**src/logic/decode_pkg.sv**
```systemverilog
// decode package with the widths, vector types, class encodings and opcodes of the ID stage
package decode_pkg;

    // widths fixed by RV64I
    localparam int XLEN  = 64;
    localparam int ILEN  = 32;
    localparam int NREGS = 32;
    localparam int RIDX  = 5;

    typedef logic [XLEN-1:0] xlen_t;
    typedef logic [31:0]     addr_t;
    typedef logic [ILEN-1:0] inst_t;
    typedef logic [RIDX-1:0] reg_idx_t;
    typedef logic [3:0]      alu_op_t;
    typedef logic [2:0]      func3_t;

    // instruction class, unknown opcodes land in CLS_NONE
    typedef enum logic [3:0] {
        CLS_NONE   = 4'd0,
        CLS_LUI    = 4'd1,
        CLS_AUIPC  = 4'd2,
        CLS_JAL    = 4'd3,
        CLS_JALR   = 4'd4,
        CLS_BRANCH = 4'd5,
        CLS_LOAD   = 4'd6,
        CLS_STORE  = 4'd7,
        CLS_ALU_I  = 4'd8,
        CLS_ALU_R  = 4'd9,
        CLS_ALU_IW = 4'd10,
        CLS_ALU_W  = 4'd11
    } inst_class_e;

    // where the writeback value of rd comes from
    typedef enum logic [1:0] {
        RD_ALU  = 2'd0,
        RD_LINK = 2'd1,
        RD_IMM  = 2'd2
    } rd_sel_e;

    // major opcodes
    localparam logic [6:0] OPC_LUI    = 7'b0110111;
    localparam logic [6:0] OPC_AUIPC  = 7'b0010111;
    localparam logic [6:0] OPC_JAL    = 7'b1101111;
    localparam logic [6:0] OPC_JALR   = 7'b1100111;
    localparam logic [6:0] OPC_BRANCH = 7'b1100011;
    localparam logic [6:0] OPC_LOAD   = 7'b0000011;
    localparam logic [6:0] OPC_STORE  = 7'b0100011;
    localparam logic [6:0] OPC_ALU_I  = 7'b0010011;
    localparam logic [6:0] OPC_ALU_R  = 7'b0110011;
    localparam logic [6:0] OPC_ALU_IW = 7'b0011011;
    localparam logic [6:0] OPC_ALU_W  = 7'b0111011;

endpackage

```
**src/logic/inst_classify.sv**
```systemverilog
// instruction classifier producing the class and the execute controls from one word
module inst_classify import decode_pkg::*; (
    input  inst_t       inst_i,
    output inst_class_e class_o,
    output alu_op_t     alu_op_o,
    output logic        sub_o,
    output logic        sra_o,
    output logic        src1_pc_o,
    output logic        src2_imm_o,
    output logic        rd_write_o,
    output rd_sel_e     rd_sel_o
);

    logic [6:0] opcode;
    func3_t     func3;
    logic [6:0] func7;
    logic       is_alu;
    logic       is_reg_alu;

    assign opcode = inst_i[6:0];
    assign func3  = inst_i[14:12];
    assign func7  = inst_i[31:25];

    // opcode to class
    always_comb begin
        case (opcode)
            OPC_LUI:    class_o = CLS_LUI;
            OPC_AUIPC:  class_o = CLS_AUIPC;
            OPC_JAL:    class_o = CLS_JAL;
            OPC_JALR:   class_o = CLS_JALR;
            OPC_BRANCH: class_o = CLS_BRANCH;
            OPC_LOAD:   class_o = CLS_LOAD;
            OPC_STORE:  class_o = CLS_STORE;
            OPC_ALU_I:  class_o = CLS_ALU_I;
            OPC_ALU_R:  class_o = CLS_ALU_R;
            OPC_ALU_IW: class_o = CLS_ALU_IW;
            OPC_ALU_W:  class_o = CLS_ALU_W;
            default:    class_o = CLS_NONE;
        endcase
    end

    // register-register forms carry func7 into the op code
    assign is_reg_alu = (class_o == CLS_ALU_R) || (class_o == CLS_ALU_W);
    assign is_alu     = is_reg_alu || (class_o == CLS_ALU_I) || (class_o == CLS_ALU_IW);

    always_comb begin
        case (class_o)
            CLS_ALU_R,
            CLS_ALU_W: begin
                alu_op_o = {func7[0], func3};
            end
            CLS_ALU_I,
            CLS_ALU_IW: begin
                alu_op_o = {1'b0, func3};
            end
            default: begin
                alu_op_o = 4'd0;
            end
        endcase
    end

    assign sub_o = is_reg_alu && (func3 == 3'b000) && (func7 == 7'b0100000);

    // srai keeps shamt[5] in func7[0], so only the upper six bits are compared
    assign sra_o = is_alu && (func3 == 3'b101) && (func7[6:1] == 6'b010000);

    // operand selects
    always_comb begin
        case (class_o)
            CLS_AUIPC,
            CLS_JAL,
            CLS_BRANCH: src1_pc_o = 1'b1;
            default:    src1_pc_o = 1'b0;
        endcase
    end

    always_comb begin
        case (class_o)
            CLS_ALU_I,
            CLS_ALU_IW,
            CLS_AUIPC,
            CLS_JAL,
            CLS_JALR,
            CLS_BRANCH: src2_imm_o = 1'b1;
            default:    src2_imm_o = 1'b0;
        endcase
    end

    // destination write enable and source
    always_comb begin
        case (class_o)
            CLS_ALU_I,
            CLS_ALU_R,
            CLS_ALU_IW,
            CLS_ALU_W,
            CLS_LOAD,
            CLS_LUI,
            CLS_AUIPC,
            CLS_JAL,
            CLS_JALR: rd_write_o = 1'b1;
            default:  rd_write_o = 1'b0;
        endcase
    end

    always_comb begin
        case (class_o)
            CLS_LUI: begin
                rd_sel_o = RD_IMM;
            end
            CLS_JAL,
            CLS_JALR: begin
                rd_sel_o = RD_LINK;
            end
            default: begin
                rd_sel_o = RD_ALU;
            end
        endcase
    end

endmodule

```
**src/logic/imm_gen.sv**
```systemverilog
// immediate generator selecting the RV64I format by class and sign-extending to 64 bits
module imm_gen import decode_pkg::*; (
    input  inst_t       inst_i,
    input  inst_class_e class_i,
    output xlen_t       imm_o
);

    logic  sgn;
    xlen_t imm_i;
    xlen_t imm_s;
    xlen_t imm_b;
    xlen_t imm_j;
    xlen_t imm_u;

    assign sgn = inst_i[31];

    assign imm_i = {{(XLEN-12){sgn}}, inst_i[31:20]};
    assign imm_s = {{(XLEN-12){sgn}}, inst_i[31:25], inst_i[11:7]};

    // branch and jump offsets are in halfwords
    assign imm_b = {{(XLEN-13){sgn}}, inst_i[31], inst_i[7], inst_i[30:25],
                    inst_i[11:8], 1'b0};
    assign imm_j = {{(XLEN-21){sgn}}, inst_i[31], inst_i[19:12], inst_i[20],
                    inst_i[30:21], 1'b0};

    assign imm_u = {{(XLEN-32){sgn}}, inst_i[31:12], 12'b0};

    always_comb begin
        case (class_i)
            CLS_ALU_I,
            CLS_ALU_IW,
            CLS_LOAD,
            CLS_JALR:   imm_o = imm_i;
            CLS_STORE:  imm_o = imm_s;
            CLS_BRANCH: imm_o = imm_b;
            CLS_JAL:    imm_o = imm_j;
            CLS_LUI,
            CLS_AUIPC:  imm_o = imm_u;
            default:    imm_o = '0;
        endcase
    end

endmodule

```
**src/logic/reg_file.sv**
```systemverilog
// integer register file with one writeback port and two forwarding read ports
module reg_file import decode_pkg::*; (
    input  logic     clk,
    input  logic     rst_n,
    input  reg_idx_t rs1_i,
    input  reg_idx_t rs2_i,
    input  logic     wb_write_i,
    input  reg_idx_t wb_rd_i,
    input  xlen_t    wb_data_i,
    output xlen_t    rs1_data_o,
    output xlen_t    rs2_data_o
);

    xlen_t regs [NREGS];

    // x0 stays hardwired to zero on both paths
    function automatic xlen_t read_port(input reg_idx_t idx);
        xlen_t val;
        if (idx == '0) begin
            val = '0;
        end else if (wb_write_i && (wb_rd_i == idx)) begin
            val = wb_data_i;
        end else begin
            val = regs[idx];
        end
        return val;
    endfunction

    always_ff @(posedge clk) begin
        if (!rst_n) begin
            for (int i = 0; i < NREGS; i++) begin
                regs[i] <= '0;
            end
        end else if (wb_write_i && (wb_rd_i != '0)) begin
            regs[wb_rd_i] <= wb_data_i;
        end
    end

    // same-cycle writeback bypasses the array
    always_comb begin
        rs1_data_o = read_port(rs1_i);
        rs2_data_o = read_port(rs2_i);
    end

endmodule

```
**src/logic/decode_stage.sv**
```systemverilog
// RV64I decode stage registering operands, immediate and execute controls toward EX
module decode_stage import decode_pkg::*; (
    input  logic        clk,
    input  logic        rst_n,

    input  logic        id_valid_i,
    input  inst_t       id_inst_i,
    input  addr_t       id_pc_i,
    input  logic        flush_i,
    input  logic        ex_ready_i,

    input  logic        wb_write_i,
    input  reg_idx_t    wb_rd_i,
    input  xlen_t       wb_data_i,

    output logic        id_ready_o,
    output logic        ex_valid_o,
    output addr_t       ex_pc_o,
    output inst_class_e ex_class_o,
    output reg_idx_t    ex_rs1_o,
    output reg_idx_t    ex_rs2_o,
    output reg_idx_t    ex_rd_o,
    output xlen_t       ex_rs1_data_o,
    output xlen_t       ex_rs2_data_o,
    output xlen_t       ex_imm_o,
    output func3_t      ex_func3_o,
    output alu_op_t     ex_alu_op_o,
    output logic        ex_sub_o,
    output logic        ex_sra_o,
    output logic        ex_src1_pc_o,
    output logic        ex_src2_imm_o,
    output logic        ex_rd_write_o,
    output rd_sel_e     ex_rd_sel_o
);

    reg_idx_t    rs1;
    reg_idx_t    rs2;
    reg_idx_t    rd;
    func3_t      func3;

    inst_class_e cls;
    alu_op_t     alu_op;
    logic        sub;
    logic        sra;
    logic        src1_pc;
    logic        src2_imm;
    logic        rd_write;
    rd_sel_e     rd_sel;
    xlen_t       imm;
    xlen_t       rs1_data;
    xlen_t       rs2_data;

    // instruction fields
    assign rd    = id_inst_i[11:7];
    assign func3 = id_inst_i[14:12];
    assign rs1   = id_inst_i[19:15];
    assign rs2   = id_inst_i[24:20];

    // stall propagates straight back to fetch
    assign id_ready_o = ex_ready_i;

    inst_classify u_classify (
        .inst_i     (id_inst_i),
        .class_o    (cls),
        .alu_op_o   (alu_op),
        .sub_o      (sub),
        .sra_o      (sra),
        .src1_pc_o  (src1_pc),
        .src2_imm_o (src2_imm),
        .rd_write_o (rd_write),
        .rd_sel_o   (rd_sel)
    );

    imm_gen u_imm (
        .inst_i  (id_inst_i),
        .class_i (cls),
        .imm_o   (imm)
    );

    reg_file u_regs (
        .clk        (clk),
        .rst_n      (rst_n),
        .rs1_i      (rs1),
        .rs2_i      (rs2),
        .wb_write_i (wb_write_i),
        .wb_rd_i    (wb_rd_i),
        .wb_data_i  (wb_data_i),
        .rs1_data_o (rs1_data),
        .rs2_data_o (rs2_data)
    );

    // ID/EX pipeline register, held while EX is stalled
    always_ff @(posedge clk) begin
        if (!rst_n) begin
            ex_valid_o    <= 1'b0;
            ex_pc_o       <= '0;
            ex_class_o    <= CLS_NONE;
            ex_rs1_o      <= '0;
            ex_rs2_o      <= '0;
            ex_rd_o       <= '0;
            ex_rs1_data_o <= '0;
            ex_rs2_data_o <= '0;
            ex_imm_o      <= '0;
            ex_func3_o    <= '0;
            ex_alu_op_o   <= '0;
            ex_sub_o      <= 1'b0;
            ex_sra_o      <= 1'b0;
            ex_src1_pc_o  <= 1'b0;
            ex_src2_imm_o <= 1'b0;
            ex_rd_write_o <= 1'b0;
            ex_rd_sel_o   <= RD_ALU;
        end else if (ex_ready_i) begin
            // a flush only kills valid, the payload still moves
            ex_valid_o    <= id_valid_i && !flush_i;
            ex_pc_o       <= id_pc_i;
            ex_class_o    <= cls;
            ex_rs1_o      <= rs1;
            ex_rs2_o      <= rs2;
            ex_rd_o       <= rd;
            ex_rs1_data_o <= rs1_data;
            ex_rs2_data_o <= rs2_data;
            ex_imm_o      <= imm;
            ex_func3_o    <= func3;
            ex_alu_op_o   <= alu_op;
            ex_sub_o      <= sub;
            ex_sra_o      <= sra;
            ex_src1_pc_o  <= src1_pc;
            ex_src2_imm_o <= src2_imm;
            ex_rd_write_o <= rd_write;
            ex_rd_sel_o   <= rd_sel;
        end
    end

endmodule

```
**config.mk**
```make
export PLATFORM = sky130hd
export DESIGN_NAME = decode_stage
export DESIGN_NICKNAME = d
export VERILOG_FILES = /design/src/logic/decode_pkg.sv /design/src/logic/inst_classify.sv /design/src/logic/imm_gen.sv /design/src/logic/reg_file.sv /design/src/logic/decode_stage.sv
export SDC_FILE = /design/constraint.sdc
export NUM_CORES = 2
export LEC_CHECK = 0
export BUFFER_PORTS_ARGS = -buffer_cell sky130_fd_sc_hd__buf_2
export CAP_MARGIN = 20
export CORE_MARGIN = 2
export CORE_UTILIZATION = 35
export DETAILED_ROUTE_END_ITERATION = 6
export PLACE_DENSITY_LB_ADDON = 0.3
export SLEW_MARGIN = 20
export SYNTH_ARGS = -nofsm -noshare
export SYNTH_HDL_FRONTEND = slang
export SYNTH_SLANG_ARGS = --single-unit
```
**constraint.sdc**
```tcl
create_clock -name clk -period 17.9 [get_ports clk]
set_input_delay 2.685 -clock clk [delete_from_list [all_inputs] [get_ports clk]]
set_output_delay 2.685 -clock clk [all_outputs]
set_load 0.05 [all_outputs]
```
Yosys cells after proc, flatten, opt, wreduce, memory -nomap -nowiden:

Memory sizes are Yosys's and may differ from the RTL's. A register that Yosys moved wholly into a read port is not among the register bits.
Index checks and enable logic that the tools add are counted.

* bits in registers: 257
* latch bits: 0
* bits in writable memories: 2048
* memory bits (read-only): 16
* input bits: 139
* output and inout bits: 259
* logic and storage cells: 87
* memories: 2

* $add $sub $neg: 0
* multipliers: 0
* div/mod/pow operators: 0
* $lt $le $gt $ge: 0
* equality and inequality tests: 27
* shift-type cells: 0
* mux-type cells: 17
* bitwise operators: 0
* reductions and logical operators: 25

Memory list
* u_regs.regs: words 32, bits a word 64, read ports 2, clocked after Yosys merged registers in 0, wr ports 32, line reg_file.sv:14 `xlen_t regs [NREGS];`
* (name not given): words 16, bits a word 1, read ports 1, clocked after Yosys merged registers in 1, wr ports 0, line inst_classify.sv:91 `case (class_o)`

Operators with widths (count)
* 2-to-1 mux 64 bit: 5
* one-hot mux 64 bit (5 select lines): 1
* OR reduction 64 bit: 1
* one-hot mux 4 bit (11 select lines): 1
* == test 7 x 6 -> 1 bit (second input constant): 5
* == test 7 x 5 -> 1 bit (second input constant): 3
* == test 7 bit (second input constant): 3
* == test 4 x 3 -> 1 bit (second input constant): 4
* == test 4 bit (second input constant): 4
* == test 5 bit: 2
* zero test 5 bit: 2
* == test 4 x 2 -> 1 bit (second input constant): 2
* logical AND 1 bit: 8
* one-hot mux 4 bit (2 select lines): 1
* OR reduction 2 bit: 4
* == test 7 x 2 -> 1 bit (second input constant): 1
* 2-to-1 mux 1 bit: 7
* == test 6 x 5 -> 1 bit (second input constant): 1
* OR reduction 6 bit: 1
* 2-to-1 mux 5 bit: 1
* nonzero test 5 bit: 1
* == test 4 x 1 -> 1 bit (second input constant): 1
* one-hot mux 2 bit (2 select lines): 1
* OR reduction 4 bit: 1
* other kinds (5): 8

Logic depth before layout (Yosys ltp):

* depth after elaboration: 8
* mapped depth: 9
* gate-level depth less buffers: 5

Cells and area by module:

Synthesis repeated with hierarchy kept, for this count alone.

* cell total of the unflattened synthesis: 7916
* area, all modules: 119014.1 µm²

Modules (own cells, without submodules)
* reg_file: times used 1, cells each 6925, area each 107923.5 µm², sequential area each 61499.0 µm²
* decode_stage: times used 1, cells each 834, area each 9988.3 µm², sequential area each 5165.0 µm²
* imm_gen: times used 1, cells each 110, area each 810.8 µm², sequential area each 0.0 µm²
* inst_classify: times used 1, cells each 47, area each 291.5 µm², sequential area each 0.0 µm²

Worst setup path before layout:

Ideal clock, no wire load.

* path kind: input -> register
* start: input port wb_rd_i[1]
* end: memory u_regs.regs[10][0] in the netlist's numbering (enable)
* setup time: 574 ps
* data arrival time: 8304 ps
* required time: 17326 ps
* setup slack: 9021 ps
* stages on the path: 7
* path buffers: 4
* cells stage by stage: buf_2 -> nor2b_1 -> clkbuf_1 -> nand3_1 -> clkbuf_1 -> buf_1 -> o21ai_0

RTL lines
* start: declaration: line decode_stage.sv:13 `input reg_idx_t wb_rd_i,`
* end: declaration: line reg_file.sv:14

Worst setup path in the final report:

* start: input port id_inst_i[17]
* end: register ex_rs1_data_o[24]

* word-level cells in the longest chain between the ends: 4
* elaborated cells between the ends (all ways): 6
* classes of those cells: 1 x eq/ne; 2 x mux; 2 x reduce/logical; 1 x memory

RTL lines
* start: declaration: line decode_stage.sv:7 `input inst_t id_inst_i,`
* branches (longest 3 deep; another with memory read (32 x 64 bit))
* 2-to-1 mux 64 bit *: line reg_file.sv:19 `if (idx == '0) begin`
* end signal: assignment: line decode_stage.sv:120 `ex_rs1_data_o <= rs1_data;`
* end: declaration: line decode_stage.sv:23 `output xlen_t ex_rs1_data_o,`

Mark *: on every way between the ends.
A chain may end at the register's enable or synchronous reset.

==> metrics.txt <==
WS Path Type primary input to flop; Crit Path Max Fanout 102; Clock Root Buffer clkbuf_16; Register Area 66000 um2; Worst VDD drop 0.0000694 V; Rows 211; worst-margin pin slew 1240 ps; setup bufs post-CTS 0; RSZ-0062 raised after global routing false; Yosys top cell area share 0.530; CP endpoint kind flop; crit-path max cell delay 850 ps; grt ovf 0; Max Slew Vio Count 0; Mapped Cells 7277; Top FF cell, synth edfxtp_1; setup TNS 0 ps; Synthesis Warnings 0; DR WL/cell 35.8 um; gr usage total 0.251; Hold Fails Final Rpt 0; Port Buf Inserts 397; outcome completed; hold crit path type flop to flop; starting density of the core 0.351; Syn Area/Cell 15.9 um2; DRT iter0 DRCs 12.0k; pin count of the biggest net entering global routing 134; Fillers 29.8k; first-pass GRT wire length 597000 um; Finished Cell Area 131000 um2; ys async rst share 0; Detailed Routing Iterations Pass 1 7; Data required, critical path 18670 ps; initial antenna violation count 87; vias in the first global route 73.8k; count of hold-fix buffers inserted at cts 0; Die Width 580 um; worst-path cell chain buf_8, buf_12, buf_4, buf_4, buf_4, mux4_2, mux4_2, a222oi_1, nand2_1; Die Span Y 580 um; area of the multi-input gates 47300 um2; Synth top cells by count edfxtp_1, and2_1, mux4_2; Post-Syn Area 116000 um2; Post-Place Cell Area 123000 um2; Final Cycle Share 0.378; TritonCTS clock tree yes; count leader, synth edfxtp_1; Worst setup SP type primary input; post-cts sizing count 0; Routed Antenna Nets 0; DRC Markers 0; Detail Placement HPWL 236000 um; DR vias 73.6k; PD cells 101 nW/um2; MaxCap Viol Count 0; clk_skew 58.1 ps; io pins 398; #FFs+latches synth 2274; GP Congestion 0.806; vias per cell 6.13; share of cells above drive strength 1 0.305; number of synthesized flops with an enable pin 2048; CTS max path bufs 4; post-synth top area cell edfxtp_1; nets@finish 7518; Core Area 330000 um2; clk_lat worst skew 920 ps; r2r setup slk 15640 ps; Max-Slew Margin vs Limit 0.173; Static Leakage 45.3 nW; H-tree depth 5; register area share after synthesis 0.569; distinct cell type count after synthesis 60; WL final 430000 um; CP max stage cell buf_4; Reg clk slew, reported paths 60 ps; synth top area cells edfxtp_1, mux4_2, and2_1, dfxtp_1, clkbuf_1; cts bufs inserted 266; cell mode on critical path buf_4; crit path DAT 7530 ps; CTS sink count 2274; clock period minus final worst setup slack 6760 ps; Setup-failing EPs final 0; Max Freq 0.148 GHz; die area 336000 um2; Area Overhead vs Synth 13.1%
[metal layers]
layer,global-route usage,share of wire,vias up
li1,-,-,28400
met1,0.340,0.38,38900
met2,0.393,0.46,5398
met3,0.0637,0.13,881
met4,0.0870,0.034,26
met5,0,0.00037,-
[power by group]
group	switching (W)	internal, W	total (W)
logic	0.000918	0.000627	0.00155
clock network	0.00229	0.00319	0.00549
registers	0.000192	0.00609	0.00628
[layout by cell type (no fill, tap or decap), types with 68 or more instances in the layout]
| cell type | count |
|---|---|
| buf_2 | 387 |
| a22oi_1 | 68 |
| nand3_1 | 79 |
| nand2_1 | 182 |
| nor2_1 | 69 |
| clkbuf_16 | 273 |
| mux2i_1 | 82 |
| edfxtp_1 | 2048 |
| dfxtp_1 | 226 |
| buf_4 | 190 |
| mux4_2 | 1263 |
| and2_1 | 1830 |
| nand2b_1 | 121 |
| and3_1 | 132 |
| clkbuf_1 | 75 |
[logic make-up (layout without fill, tap and decap cells)]
family,Yosys count,in the layout,synth area share
AO/OA/AOI/OAI,281,281,0.0176
XOR/XNOR,10,10,0.000755
buffers and inverters,837,1089,0.0309
flip-flops,2274,2274,0.569
multiplexers,1351,1351,0.253
other,1,106,0.0000323
AND/OR/NAND/NOR,2523,2523,0.129
[registers in the layout (all words and copies together) (netlist names)]
| name | cells |
|---|---|
| ex_rd_write_o | 1 |
| ex_class_o | 4 |
| ex_rs2_o | 5 |
| ex_valid_o | 1 |
| ex_src1_pc_o | 1 |
| ex_sra_o | 1 |
| ex_pc_o | 32 |
| ex_imm_o | 32 |
| ex_src2_imm_o | 1 |
| ex_rd_o | 5 |
| ex_sub_o | 1 |
| ex_func3_o | 3 |
| ex_alu_op_o | 4 |
| u_regs.regs | 2048 |
| ex_rs2_data_o | 64 |
| ex_rs1_o | 5 |
| ex_rd_sel_o | 2 |
| ex_rs1_data_o | 64 |
[final timing paths]
check	from	end	cells past startpoint
max	id_inst_i[17]	ex_rs1_data_o[24]$_SDFFE_PN0P_	9
max reg2reg	u_regs.regs[21][57]$_SDFFCE_PN0P_	ex_rs1_data_o[57]$_SDFFE_PN0P_	4
min	ex_imm_o[5]$_SDFFE_PN0P_	ex_imm_o[5]$_SDFFE_PN0P_	2
min reg2reg	ex_imm_o[5]$_SDFFE_PN0P_	ex_imm_o[5]$_SDFFE_PN0P_	2
[metrics by stage]
stage | setup WS [ps] | total power (W) | util | cells | hold slack, ps
2_1_floorplan | 9020 | 0.00736 | - | 7340 | 686
3_3_place_gp | 10350 | 0.00789 | 0.371 | 11500 | 449
3_5_place_dp | 10310 | 0.00792 | 0.371 | 11500 | 454
4_1_cts | 11290 | 0.0134 | 0.397 | 12000 | 462
5_1_grt | 10990 | 0.0136 | 0.397 | 12000 | 470
6_report | 11140 | 0.0133 | 0.398 | 12000 | 460
[layout make-up]
class / instances / share of cell area
Antenna cell: 42 / 0.000800
Clock buffer: 365 / 0.0560
Clock inverter: 116 / 0.00949
Inverter: 9 / 0.000314
Multi-Input combinational cell: 4229 / 0.360
Sequential cell: 2274 / 0.503
Tap cell: 4366 / 0.0416
Timing Repair Buffer: 599 / 0.0285
[worst max-delay path: cells and delay by family]
family	cells	cell delay (ps)
buffers and inverters	5	3230
muxes	2	910
AOI/OAI and AO/OA	1	340
and+or+nand+nor	1	80
Note: power is estimated with default switching activity, not from simulation.
